[config.mk]
export PLATFORM = sky130hd
export DESIGN_NAME = axi_mmu_rd_top
export DESIGN_NICKNAME = d
export VERILOG_FILES = /design/src/common/axi_pkg.sv /design/src/common/mmu_pkg.sv /design/src/ar_path/ar_request_fifo.sv /design/src/ar_path/ar_translate_ctrl.sv /design/src/hdl/r_return.sv /design/src/hdl/axi_mmu_rd_top.sv
export SDC_FILE = /design/constraint.sdc
export NUM_CORES = 1
export LEC_CHECK = 0
export ABC_AREA = 1
export BUFFER_PORTS_ARGS = -buffer_cell sky130_fd_sc_hd__clkbuf_2
export CAP_MARGIN = 40
export CELL_PAD_IN_SITES_DETAIL_PLACEMENT = 1
export CELL_PAD_IN_SITES_GLOBAL_PLACEMENT = 1
export CORE_MARGIN = 2
export CORE_UTILIZATION = 49
export CTS_CLUSTER_DIAMETER = 100
export CTS_CLUSTER_SIZE = 40
export DETAILED_ROUTE_END_ITERATION = 10
export GPL_ROUTABILITY_DRIVEN = 0
export HOLD_SLACK_MARGIN = 0.02
export PLACE_DENSITY_LB_ADDON = 0.15
export SETUP_SLACK_MARGIN = 0.15
export SLEW_MARGIN = 40
export SYNTH_ARGS = -nofsm -noshare
export SYNTH_HDL_FRONTEND = slang
export SYNTH_SLANG_ARGS = --single-unit
[constraint.sdc]
create_clock -name s_axi_clk -period 8.2 [get_ports s_axi_clk]
set_input_delay 0 -clock s_axi_clk [delete_from_list [all_inputs] [get_ports s_axi_clk]]
set_output_delay 0 -clock s_axi_clk [all_outputs]
set_load 0.01 [all_outputs]
[src/common/axi_pkg.sv]
package axi_pkg;

    // Channel widths of the AXI buses on both sides of the bridge
    localparam int AXI_ADDR_WIDTH  = 32;
    localparam int AXI_DATA_WIDTH  = 32;
    localparam int AXI_ID_WIDTH    = 8;
    localparam int AXI_LEN_WIDTH   = 8;
    localparam int AXI_SIZE_WIDTH  = 3;
    localparam int AXI_BURST_WIDTH = 2;
    localparam int AXI_RESP_WIDTH  = 2;

    // Read response codes
    localparam logic [AXI_RESP_WIDTH-1:0] AXI_RESP_OKAY   = 2'b00;
    localparam logic [AXI_RESP_WIDTH-1:0] AXI_RESP_DECERR = 2'b11;

endpackage

[src/common/mmu_pkg.sv]
package mmu_pkg;

    import axi_pkg::*;

    // Request word to the MMU with the virtual address in the low bits
    localparam int MMU_REQ_PAD_WIDTH = 5;
    localparam int MMU_REQ_ID_LSB    = AXI_ADDR_WIDTH;
    localparam int MMU_REQ_LEN_LSB   = MMU_REQ_ID_LSB + AXI_ID_WIDTH;
    localparam int MMU_REQ_SIZE_LSB  = MMU_REQ_LEN_LSB + AXI_LEN_WIDTH;
    localparam int MMU_REQ_WIDTH     = MMU_REQ_SIZE_LSB + AXI_SIZE_WIDTH + MMU_REQ_PAD_WIDTH;

    // Response word from the MMU
    // A set drop flag means the read is refused, otherwise the low bits
    // carry the physical address
    localparam int MMU_RSP_PAD_WIDTH = 7;
    localparam int MMU_RSP_DROP_BIT  = AXI_ADDR_WIDTH;
    localparam int MMU_RSP_WIDTH     = AXI_ADDR_WIDTH + 1 + MMU_RSP_PAD_WIDTH;

endpackage

[src/ar_path/ar_request_fifo.sv]
`timescale 1ns/1ps

module ar_request_fifo #(
    parameter int AR_FIFO_DEPTH = 8
) (
    input  logic                                  s_axi_clk,
    input  logic                                  s_aresetn,

    input  logic [axi_pkg::AXI_ID_WIDTH-1:0]      s_axi_arid,
    input  logic [axi_pkg::AXI_ADDR_WIDTH-1:0]    s_axi_araddr,
    input  logic [axi_pkg::AXI_LEN_WIDTH-1:0]     s_axi_arlen,
    input  logic [axi_pkg::AXI_SIZE_WIDTH-1:0]    s_axi_arsize,
    input  logic [axi_pkg::AXI_BURST_WIDTH-1:0]   s_axi_arburst,
    input  logic                                  s_axi_arvalid,
    output logic                                  s_axi_arready,

    output logic [axi_pkg::AXI_ID_WIDTH-1:0]      head_id,
    output logic [axi_pkg::AXI_ADDR_WIDTH-1:0]    head_addr,
    output logic [axi_pkg::AXI_LEN_WIDTH-1:0]     head_len,
    output logic [axi_pkg::AXI_SIZE_WIDTH-1:0]    head_size,
    output logic [axi_pkg::AXI_BURST_WIDTH-1:0]   head_burst,
    output logic                                  fifo_empty,
    input  logic                                  fifo_pop
);

    import axi_pkg::*;

    localparam int PTR_WIDTH   = $clog2(AR_FIFO_DEPTH);
    localparam int ENTRY_WIDTH = AXI_ID_WIDTH + AXI_ADDR_WIDTH + AXI_LEN_WIDTH
                               + AXI_SIZE_WIDTH + AXI_BURST_WIDTH;

    logic [ENTRY_WIDTH-1:0] entries [AR_FIFO_DEPTH];
    logic [PTR_WIDTH-1:0]   wr_ptr;
    logic [PTR_WIDTH-1:0]   rd_ptr;
    logic [PTR_WIDTH:0]     count;
    logic                   push;
    logic                   pop;

    assign s_axi_arready = (count != (PTR_WIDTH+1)'(AR_FIFO_DEPTH));
    assign fifo_empty    = (count == '0);
    assign push          = s_axi_arvalid & s_axi_arready;
    // A pop on an empty queue is ignored
    assign pop           = fifo_pop & ~fifo_empty;

    assign {head_id, head_addr, head_len, head_size, head_burst} = entries[rd_ptr];

    always_ff @(posedge s_axi_clk) begin
        if (push) begin
            entries[wr_ptr] <= {s_axi_arid, s_axi_araddr, s_axi_arlen,
                                s_axi_arsize, s_axi_arburst};
        end
    end

    // Pointers wrap naturally since the depth is a power of two
    always_ff @(posedge s_axi_clk) begin
        if (!s_aresetn) begin
            wr_ptr <= '0;
            rd_ptr <= '0;
            count  <= '0;
        end else begin
            if (push) begin
                wr_ptr <= wr_ptr + 1'b1;
            end
            if (pop) begin
                rd_ptr <= rd_ptr + 1'b1;
            end
            if (push && !pop) begin
                count <= count + 1'b1;
            end else if (pop && !push) begin
                count <= count - 1'b1;
            end
        end
    end

endmodule

[src/ar_path/ar_translate_ctrl.sv]
`timescale 1ns/1ps

module ar_translate_ctrl (
    input  logic                                  s_axi_clk,
    input  logic                                  s_aresetn,

    input  logic [axi_pkg::AXI_ID_WIDTH-1:0]      head_id,
    input  logic [axi_pkg::AXI_ADDR_WIDTH-1:0]    head_addr,
    input  logic [axi_pkg::AXI_LEN_WIDTH-1:0]     head_len,
    input  logic [axi_pkg::AXI_SIZE_WIDTH-1:0]    head_size,
    input  logic [axi_pkg::AXI_BURST_WIDTH-1:0]   head_burst,
    input  logic                                  fifo_empty,
    output logic                                  fifo_pop,

    output logic [mmu_pkg::MMU_REQ_WIDTH-1:0]     to_mmu_tdata,
    output logic                                  to_mmu_tvalid,
    input  logic                                  to_mmu_tready,
    input  logic [mmu_pkg::MMU_RSP_WIDTH-1:0]     from_mmu_tdata,
    input  logic                                  from_mmu_tvalid,
    output logic                                  from_mmu_tready,

    output logic [axi_pkg::AXI_ID_WIDTH-1:0]      m_axi_arid,
    output logic [axi_pkg::AXI_ADDR_WIDTH-1:0]    m_axi_araddr,
    output logic [axi_pkg::AXI_LEN_WIDTH-1:0]     m_axi_arlen,
    output logic [axi_pkg::AXI_SIZE_WIDTH-1:0]    m_axi_arsize,
    output logic [axi_pkg::AXI_BURST_WIDTH-1:0]   m_axi_arburst,
    output logic                                  m_axi_arvalid,
    input  logic                                  m_axi_arready,

    output logic                                  drop_start,
    output logic [axi_pkg::AXI_ID_WIDTH-1:0]      drop_id,
    output logic [axi_pkg::AXI_LEN_WIDTH-1:0]     drop_len,
    input  logic                                  burst_done
);

    import axi_pkg::*;
    import mmu_pkg::*;

    localparam logic [2:0] ST_IDLE      = 3'd0;
    localparam logic [2:0] ST_REQUEST   = 3'd1;
    localparam logic [2:0] ST_WAIT_RSP  = 3'd2;
    localparam logic [2:0] ST_ISSUE     = 3'd3;
    localparam logic [2:0] ST_WAIT_DATA = 3'd4;

    logic [2:0]                state;
    logic [AXI_ADDR_WIDTH-1:0] phys_addr;
    logic                      rsp_take;
    logic                      rsp_drop;

    // The head entry stays put until it is popped, so the request word
    // and the memory AR fields can be taken straight from it
    always_comb begin
        to_mmu_tdata = '0;
        to_mmu_tdata[AXI_ADDR_WIDTH-1:0]                 = head_addr;
        to_mmu_tdata[MMU_REQ_ID_LSB +: AXI_ID_WIDTH]     = head_id;
        to_mmu_tdata[MMU_REQ_LEN_LSB +: AXI_LEN_WIDTH]   = head_len;
        to_mmu_tdata[MMU_REQ_SIZE_LSB +: AXI_SIZE_WIDTH] = head_size;
    end

    assign to_mmu_tvalid   = (state == ST_REQUEST);
    assign from_mmu_tready = (state == ST_WAIT_RSP);
    assign rsp_take        = from_mmu_tvalid & from_mmu_tready;
    assign rsp_drop        = from_mmu_tdata[MMU_RSP_DROP_BIT];

    assign m_axi_arvalid = (state == ST_ISSUE);
    assign m_axi_araddr  = phys_addr;
    assign m_axi_arid    = head_id;
    assign m_axi_arlen   = head_len;
    assign m_axi_arsize  = head_size;
    assign m_axi_arburst = head_burst;

    assign drop_id  = head_id;
    assign drop_len = head_len;

    // The head leaves the queue once the memory has its read, or as soon
    // as a drop is handed over to the return block
    assign fifo_pop = (m_axi_arvalid & m_axi_arready) | drop_start;

    always_ff @(posedge s_axi_clk) begin
        if (rsp_take) begin
            phys_addr <= from_mmu_tdata[AXI_ADDR_WIDTH-1:0];
        end
    end

    always_ff @(posedge s_axi_clk) begin
        if (!s_aresetn) begin
            state      <= ST_IDLE;
            drop_start <= 1'b0;
        end else begin
            drop_start <= rsp_take & rsp_drop;
            case (state)
                ST_IDLE:      if (!fifo_empty) state <= ST_REQUEST;
                ST_REQUEST:   if (to_mmu_tready) state <= ST_WAIT_RSP;
                ST_WAIT_RSP: begin
                    if (rsp_take) begin
                        state <= rsp_drop ? ST_WAIT_DATA : ST_ISSUE;
                    end
                end
                ST_ISSUE:     if (m_axi_arready) state <= ST_WAIT_DATA;
                ST_WAIT_DATA: if (burst_done) state <= ST_IDLE;
                default:      state <= ST_IDLE;
            endcase
        end
    end

endmodule

[src/hdl/r_return.sv]
`timescale 1ns/1ps

module r_return (
    input  logic                                  s_axi_clk,
    input  logic                                  s_aresetn,

    input  logic [axi_pkg::AXI_ID_WIDTH-1:0]      m_axi_rid,
    input  logic [axi_pkg::AXI_DATA_WIDTH-1:0]    m_axi_rdata,
    input  logic [axi_pkg::AXI_RESP_WIDTH-1:0]    m_axi_rresp,
    input  logic                                  m_axi_rlast,
    input  logic                                  m_axi_rvalid,
    output logic                                  m_axi_rready,

    output logic [axi_pkg::AXI_ID_WIDTH-1:0]      s_axi_rid,
    output logic [axi_pkg::AXI_DATA_WIDTH-1:0]    s_axi_rdata,
    output logic [axi_pkg::AXI_RESP_WIDTH-1:0]    s_axi_rresp,
    output logic                                  s_axi_rlast,
    output logic                                  s_axi_rvalid,
    input  logic                                  s_axi_rready,

    input  logic                                  drop_start,
    input  logic [axi_pkg::AXI_ID_WIDTH-1:0]      drop_id,
    input  logic [axi_pkg::AXI_LEN_WIDTH-1:0]     drop_len,
    output logic                                  burst_done
);

    import axi_pkg::*;

    logic                     drop_mode;
    // Beats still to send after the current one
    logic [AXI_LEN_WIDTH-1:0] beats_left;
    logic [AXI_ID_WIDTH-1:0]  drop_id_q;
    logic                     drop_last;

    assign drop_last = (beats_left == '0);

    // While dropping, the memory side is held off and the bridge makes
    // its own error beats
    always_comb begin
        if (drop_mode) begin
            s_axi_rid    = drop_id_q;
            s_axi_rdata  = '0;
            s_axi_rresp  = AXI_RESP_DECERR;
            s_axi_rlast  = drop_last;
            s_axi_rvalid = 1'b1;
            m_axi_rready = 1'b0;
        end else begin
            s_axi_rid    = m_axi_rid;
            s_axi_rdata  = m_axi_rdata;
            s_axi_rresp  = m_axi_rresp;
            s_axi_rlast  = m_axi_rlast;
            s_axi_rvalid = m_axi_rvalid;
            m_axi_rready = s_axi_rready;
        end
    end

    assign burst_done = s_axi_rvalid & s_axi_rready & s_axi_rlast;

    always_ff @(posedge s_axi_clk) begin
        if (drop_start) begin
            drop_id_q <= drop_id;
        end
    end

    always_ff @(posedge s_axi_clk) begin
        if (!s_aresetn) begin
            drop_mode  <= 1'b0;
            beats_left <= '0;
        end else if (drop_start) begin
            drop_mode  <= 1'b1;
            beats_left <= drop_len;
        end else if (drop_mode && s_axi_rready) begin
            // Step one beat per handshake and leave on the final one
            if (drop_last) begin
                drop_mode <= 1'b0;
            end else begin
                beats_left <= beats_left - 1'b1;
            end
        end
    end

endmodule

[src/hdl/axi_mmu_rd_top.sv]
`timescale 1ns/1ps

module axi_mmu_rd_top #(
    parameter int AR_FIFO_DEPTH = 8
) (
    input  logic                                  s_axi_clk,
    input  logic                                  s_aresetn,

    input  logic [axi_pkg::AXI_ID_WIDTH-1:0]      s_axi_arid,
    input  logic [axi_pkg::AXI_ADDR_WIDTH-1:0]    s_axi_araddr,
    input  logic [axi_pkg::AXI_LEN_WIDTH-1:0]     s_axi_arlen,
    input  logic [axi_pkg::AXI_SIZE_WIDTH-1:0]    s_axi_arsize,
    input  logic [axi_pkg::AXI_BURST_WIDTH-1:0]   s_axi_arburst,
    input  logic                                  s_axi_arvalid,
    output logic                                  s_axi_arready,

    output logic [axi_pkg::AXI_ID_WIDTH-1:0]      s_axi_rid,
    output logic [axi_pkg::AXI_DATA_WIDTH-1:0]    s_axi_rdata,
    output logic [axi_pkg::AXI_RESP_WIDTH-1:0]    s_axi_rresp,
    output logic                                  s_axi_rlast,
    output logic                                  s_axi_rvalid,
    input  logic                                  s_axi_rready,

    output logic [axi_pkg::AXI_ID_WIDTH-1:0]      m_axi_arid,
    output logic [axi_pkg::AXI_ADDR_WIDTH-1:0]    m_axi_araddr,
    output logic [axi_pkg::AXI_LEN_WIDTH-1:0]     m_axi_arlen,
    output logic [axi_pkg::AXI_SIZE_WIDTH-1:0]    m_axi_arsize,
    output logic [axi_pkg::AXI_BURST_WIDTH-1:0]   m_axi_arburst,
    output logic                                  m_axi_arvalid,
    input  logic                                  m_axi_arready,

    input  logic [axi_pkg::AXI_ID_WIDTH-1:0]      m_axi_rid,
    input  logic [axi_pkg::AXI_DATA_WIDTH-1:0]    m_axi_rdata,
    input  logic [axi_pkg::AXI_RESP_WIDTH-1:0]    m_axi_rresp,
    input  logic                                  m_axi_rlast,
    input  logic                                  m_axi_rvalid,
    output logic                                  m_axi_rready,

    output logic [mmu_pkg::MMU_REQ_WIDTH-1:0]     to_mmu_tdata,
    output logic                                  to_mmu_tvalid,
    input  logic                                  to_mmu_tready,

    input  logic [mmu_pkg::MMU_RSP_WIDTH-1:0]     from_mmu_tdata,
    input  logic                                  from_mmu_tvalid,
    output logic                                  from_mmu_tready
);

    import axi_pkg::*;

    // Oldest pending read request
    logic [AXI_ID_WIDTH-1:0]    head_id;
    logic [AXI_ADDR_WIDTH-1:0]  head_addr;
    logic [AXI_LEN_WIDTH-1:0]   head_len;
    logic [AXI_SIZE_WIDTH-1:0]  head_size;
    logic [AXI_BURST_WIDTH-1:0] head_burst;
    logic                       fifo_empty;
    logic                       fifo_pop;

    logic                       drop_start;
    logic [AXI_ID_WIDTH-1:0]    drop_id;
    logic [AXI_LEN_WIDTH-1:0]   drop_len;
    logic                       burst_done;

    ar_request_fifo #(
        .AR_FIFO_DEPTH (AR_FIFO_DEPTH)
    ) u_ar_request_fifo (
        .s_axi_clk     (s_axi_clk),
        .s_aresetn     (s_aresetn),
        .s_axi_arid    (s_axi_arid),
        .s_axi_araddr  (s_axi_araddr),
        .s_axi_arlen   (s_axi_arlen),
        .s_axi_arsize  (s_axi_arsize),
        .s_axi_arburst (s_axi_arburst),
        .s_axi_arvalid (s_axi_arvalid),
        .s_axi_arready (s_axi_arready),
        .head_id       (head_id),
        .head_addr     (head_addr),
        .head_len      (head_len),
        .head_size     (head_size),
        .head_burst    (head_burst),
        .fifo_empty    (fifo_empty),
        .fifo_pop      (fifo_pop)
    );

    ar_translate_ctrl u_ar_translate_ctrl (
        .s_axi_clk       (s_axi_clk),
        .s_aresetn       (s_aresetn),
        .head_id         (head_id),
        .head_addr       (head_addr),
        .head_len        (head_len),
        .head_size       (head_size),
        .head_burst      (head_burst),
        .fifo_empty      (fifo_empty),
        .fifo_pop        (fifo_pop),
        .to_mmu_tdata    (to_mmu_tdata),
        .to_mmu_tvalid   (to_mmu_tvalid),
        .to_mmu_tready   (to_mmu_tready),
        .from_mmu_tdata  (from_mmu_tdata),
        .from_mmu_tvalid (from_mmu_tvalid),
        .from_mmu_tready (from_mmu_tready),
        .m_axi_arid      (m_axi_arid),
        .m_axi_araddr    (m_axi_araddr),
        .m_axi_arlen     (m_axi_arlen),
        .m_axi_arsize    (m_axi_arsize),
        .m_axi_arburst   (m_axi_arburst),
        .m_axi_arvalid   (m_axi_arvalid),
        .m_axi_arready   (m_axi_arready),
        .drop_start      (drop_start),
        .drop_id         (drop_id),
        .drop_len        (drop_len),
        .burst_done      (burst_done)
    );

    r_return u_r_return (
        .s_axi_clk    (s_axi_clk),
        .s_aresetn    (s_aresetn),
        .m_axi_rid    (m_axi_rid),
        .m_axi_rdata  (m_axi_rdata),
        .m_axi_rresp  (m_axi_rresp),
        .m_axi_rlast  (m_axi_rlast),
        .m_axi_rvalid (m_axi_rvalid),
        .m_axi_rready (m_axi_rready),
        .s_axi_rid    (s_axi_rid),
        .s_axi_rdata  (s_axi_rdata),
        .s_axi_rresp  (s_axi_rresp),
        .s_axi_rlast  (s_axi_rlast),
        .s_axi_rvalid (s_axi_rvalid),
        .s_axi_rready (s_axi_rready),
        .drop_start   (drop_start),
        .drop_id      (drop_id),
        .drop_len     (drop_len),
        .burst_done   (burst_done)
    );

endmodule

==> metrics.cfg <==
[run_status]
status = finished, final reports clean

[yosys]
synthMuxAreaShare = 0
synth.top_cell.area_share = 0.710
synthTopCellsByArea = edfxtp_1 (71%), nor2_1 (5.9%), o21ai_0 (5.5%)
synth_compound_area_frac = 0.0938
synth_xor_area_frac = 0.00179
synth.avg_cell_area_sq_um = 12.1
synth_top_family_by_area = simple AND/OR/NAND/NOR gates
ys_ff_latch = 490
yosys.area_share.simple = 0.113
yosysWarnings = 0
synthAdderAreaFrac = 0.00549
yosysTopAreaCell = edfxtp_1
synth.distinct_cells = 31
netlist_area_sq_um = 19600
yosysSeqAreaShare = 0.737
syn_inst = 1617

[global_routing]
track_usage = 0.259
grt_pass1_wl_mm = 81.4
gr-total-overflow = 0
antenna_found_initial = 3
grt_pass1_vias = 13984
grt_max_degree = 118

[clocking]
cts-buffers-inserted = 16
root_buffer = clkbuf_16
clockBufferDepth = 3
cts_max_level = 1
clock_sinks = 490
post-cts-setup-buffer-count = 0
insertion_delay_ps = 550
cts_tree = done
clkTransAtPathRegs_ps = 140

[worst_setup_path]
path_max_fanout = 95
ff2ff_path_depth = 15
cp-start-kind = flip-flop
worstReg2RegEnd = u_ar_request_fifo.count[3]
r2r-start = u_ar_translate_ctrl.drop_start
crit_required_ps = 8200
reg2reg_slack_ps = 5220
critPathArrivalTime_ps = 3480
cp-end-kind = primary output
critical_path_class = flip-flop to primary output

[timing]
finalSetupTns_ps = 0
drv_slew = 0
finalCritPeriodShare = 0.425
fin_ws_ps = 4720
report.final.hold_viol_count = 0
timing.hold.ws_ps = 61.6
min_period_ps = 3480
clock_skew_ps = 24.8
grt_setup_unrepaired = no
worstMarginPinSlew_ps = 804
slew_headroom = 0.464
fmax_mhz = 287
setup-violations-final = 0

[job]
cap_violations = 0

[die]
die_area_sq_um = 41700
core_sq_um = 39600
num_rows = 73
fp.dieW_um = 204
io_pins = 302
die_h_um = 204
initial_core_util = 0.495

[route]
wirelength_mm = 55.0
wl_per_cell_um = 22.3
drc = 0
routed_via_density = 5.47
via_count = 13497
first_pass_iters = 5
ant_nets = 0
initialDrtViolationCount = 853

[worst_hold_path]
hold_end = u_ar_translate_ctrl.state[0]
hp-class = primary input to flip-flop
min_from = to_mmu_tready
worstHoldPathCells = 6

[final_layout]
drive_above_1_share = 0.184
final_area_sq_um = 22900
synthToLayoutAreaGrowth_pct = 16.6
final_nets = 2084
fin_util = 0.577

[placement]
io_buffers = 289
pre_cts_ws_ps = 5030
dpl-instance-area_sq_um = 21400
dp_hpwl_mm = 33.2

[power]
p_per_area_nw_per_um2 = 213
leakage_nw = 8.72
irDropWorstVdd_mv = 0.198

Yosys cell counts (all sizes together):
| library cell | instances |
|---|---|
| edfxtp | 464 |
| nor2 | 312 |
| nand2 | 233 |
| o21ai | 232 |
| o22ai | 90 |
| inv | 83 |
| buf | 66 |
| clkbuf | 47 |
| dfxtp | 26 |
| nand3 | 23 |
| a21oi | 15 |
| ha | 7 |
| o211ai | 4 |
| nor3 | 3 |
| or2 | 3 |
| xor2 | 3 |
| and2 | 1 |
| conb | 1 |
| fa | 1 |
| nor4 | 1 |
| o21a | 1 |
| xnor2 | 1 |
how the worst max path moves through the flow:
| stage | start | end | slack [ps] | cells after the start |
|---|---|---|---|---|
| after CTS | flip-flop | m_axi_arid[2] | 4420 | 7 |
| after global placement | flip-flop | u_r_return.drop_id_q[6] | 4830 | 6 |
| after floorplan | u_ar_request_fifo.count[0] | u_ar_request_fifo.entries[0][0] | 4590 | 6 |
| after global routing | flip-flop | m_axi_arid[6] | 4450 | 7 |
| final | flip-flop | m_axi_arid[2] | 4720 | 7 |
| after detailed placement | flip-flop | u_r_return.drop_id_q[2] | 5030 | 6 |
power by group:
part,leakage [nW],switching [mW],internal [mW],total (mW)
Clock,0.242,0.711,0.416,1.13
Sequential,4.42,0.0513,2.88,2.94
Combinational,4.05,0.548,0.267,0.815
area by class of cell:
| class | instances | area, sq um |
|---|---|---|
| repair buffers | 406 | 2650 |
| well taps | 525 | 657 |
| inverters | 83 | 319 |
| fillers | 4111 | 16800 |
| multi-input cells | 935 | 4280 |
| diodes | 3 | 7.51 |
| flip-flops and latches | 490 | 14500 |
| clock buffers | 23 | 469 |
| clock inverters | 3 | 28.8 |
metal layers:
| layer | wire [um] | global-route usage | vias to the layer above | part of all wire |
|---|---|---|---|---|
| li1 | - | - | 6246 | - |
| met1 | 22200 | 0.318 | 6807 | 0.40 |
| met2 | 28800 | 0.480 | 367 | 0.52 |
| met3 | 2710 | 0.0320 | 77 | 0.049 |
| met4 | 1300 | 0.0707 | 0 | 0.024 |
| met5 | 0 | 0 | - | 0 |
flip-flops by register name (all words and copies together) (netlist names), named ones only:
name / cells
u_ar_request_fifo.count: 4
u_r_return.beats_left: 8
u_ar_request_fifo.rd_ptr: 3
u_r_return.drop_id_q: 8
u_ar_translate_ctrl.state: 3
u_ar_request_fifo.wr_ptr: 3
u_r_return.drop_mode: 1
u_ar_request_fifo.entries: 424
u_ar_translate_ctrl.m_axi_araddr: 32
u_ar_translate_ctrl.drop_start: 1
kinds of logic after synthesis:
| logic type | count (synthesis) |
|---|---|
| AOI/OAI and AO/OA | 342 |
| adders and majority gates | 8 |
| DFF | 490 |
| xor gates and xnor gates | 4 |
| and+or+nand+nor | 576 |
| other | 1 |
| buffers and inverters | 196 |
cell usage in the layout, fill, tap and decap left out, drive strengths merged:
cell / instances
a21oi: 15
and2: 1
buf: 23
clkbuf: 312
clkinv: 1
conb: 5
dfxtp: 26
diode: 3
dlygate4sd3: 94
edfxtp: 464
fa: 1
ha: 7
inv: 85
nand2: 233
nand3: 23
nor2: 312
nor3: 3
nor4: 1
o211ai: 4
o21a: 1
o21ai: 232
o22ai: 90
or2: 3
xnor2: 1
xor2: 3
metrics by stage:
| step | cells | power (mW) |
|---|---|---|
| 6_report | 2468 | 4.88 |
| 5_1_grt | 2467 | 5.07 |
| 4_1_cts | 2465 | 4.91 |
| 3_5_place_dp | 2345 | 3.77 |
| 3_3_place_gp | 2339 | 3.73 |
| 2_1_floorplan | 1621 | 3.45 |
worst max-delay path, cell delays in order, from the launching register on:
cell	delay [ps]
dfxtp_4	680
buf_6	550
buf_6	630
o21ai_0	220
o22ai_1	200
nand2_1	60
nand2_1	310
clkbuf_2	220
timing repair:
action                    CTS  global route
hold buffers               94             0
resized for setup           0             0
hold endpoints to repair  478             0
No activity file was read; power rests on OpenSTA's default activity.
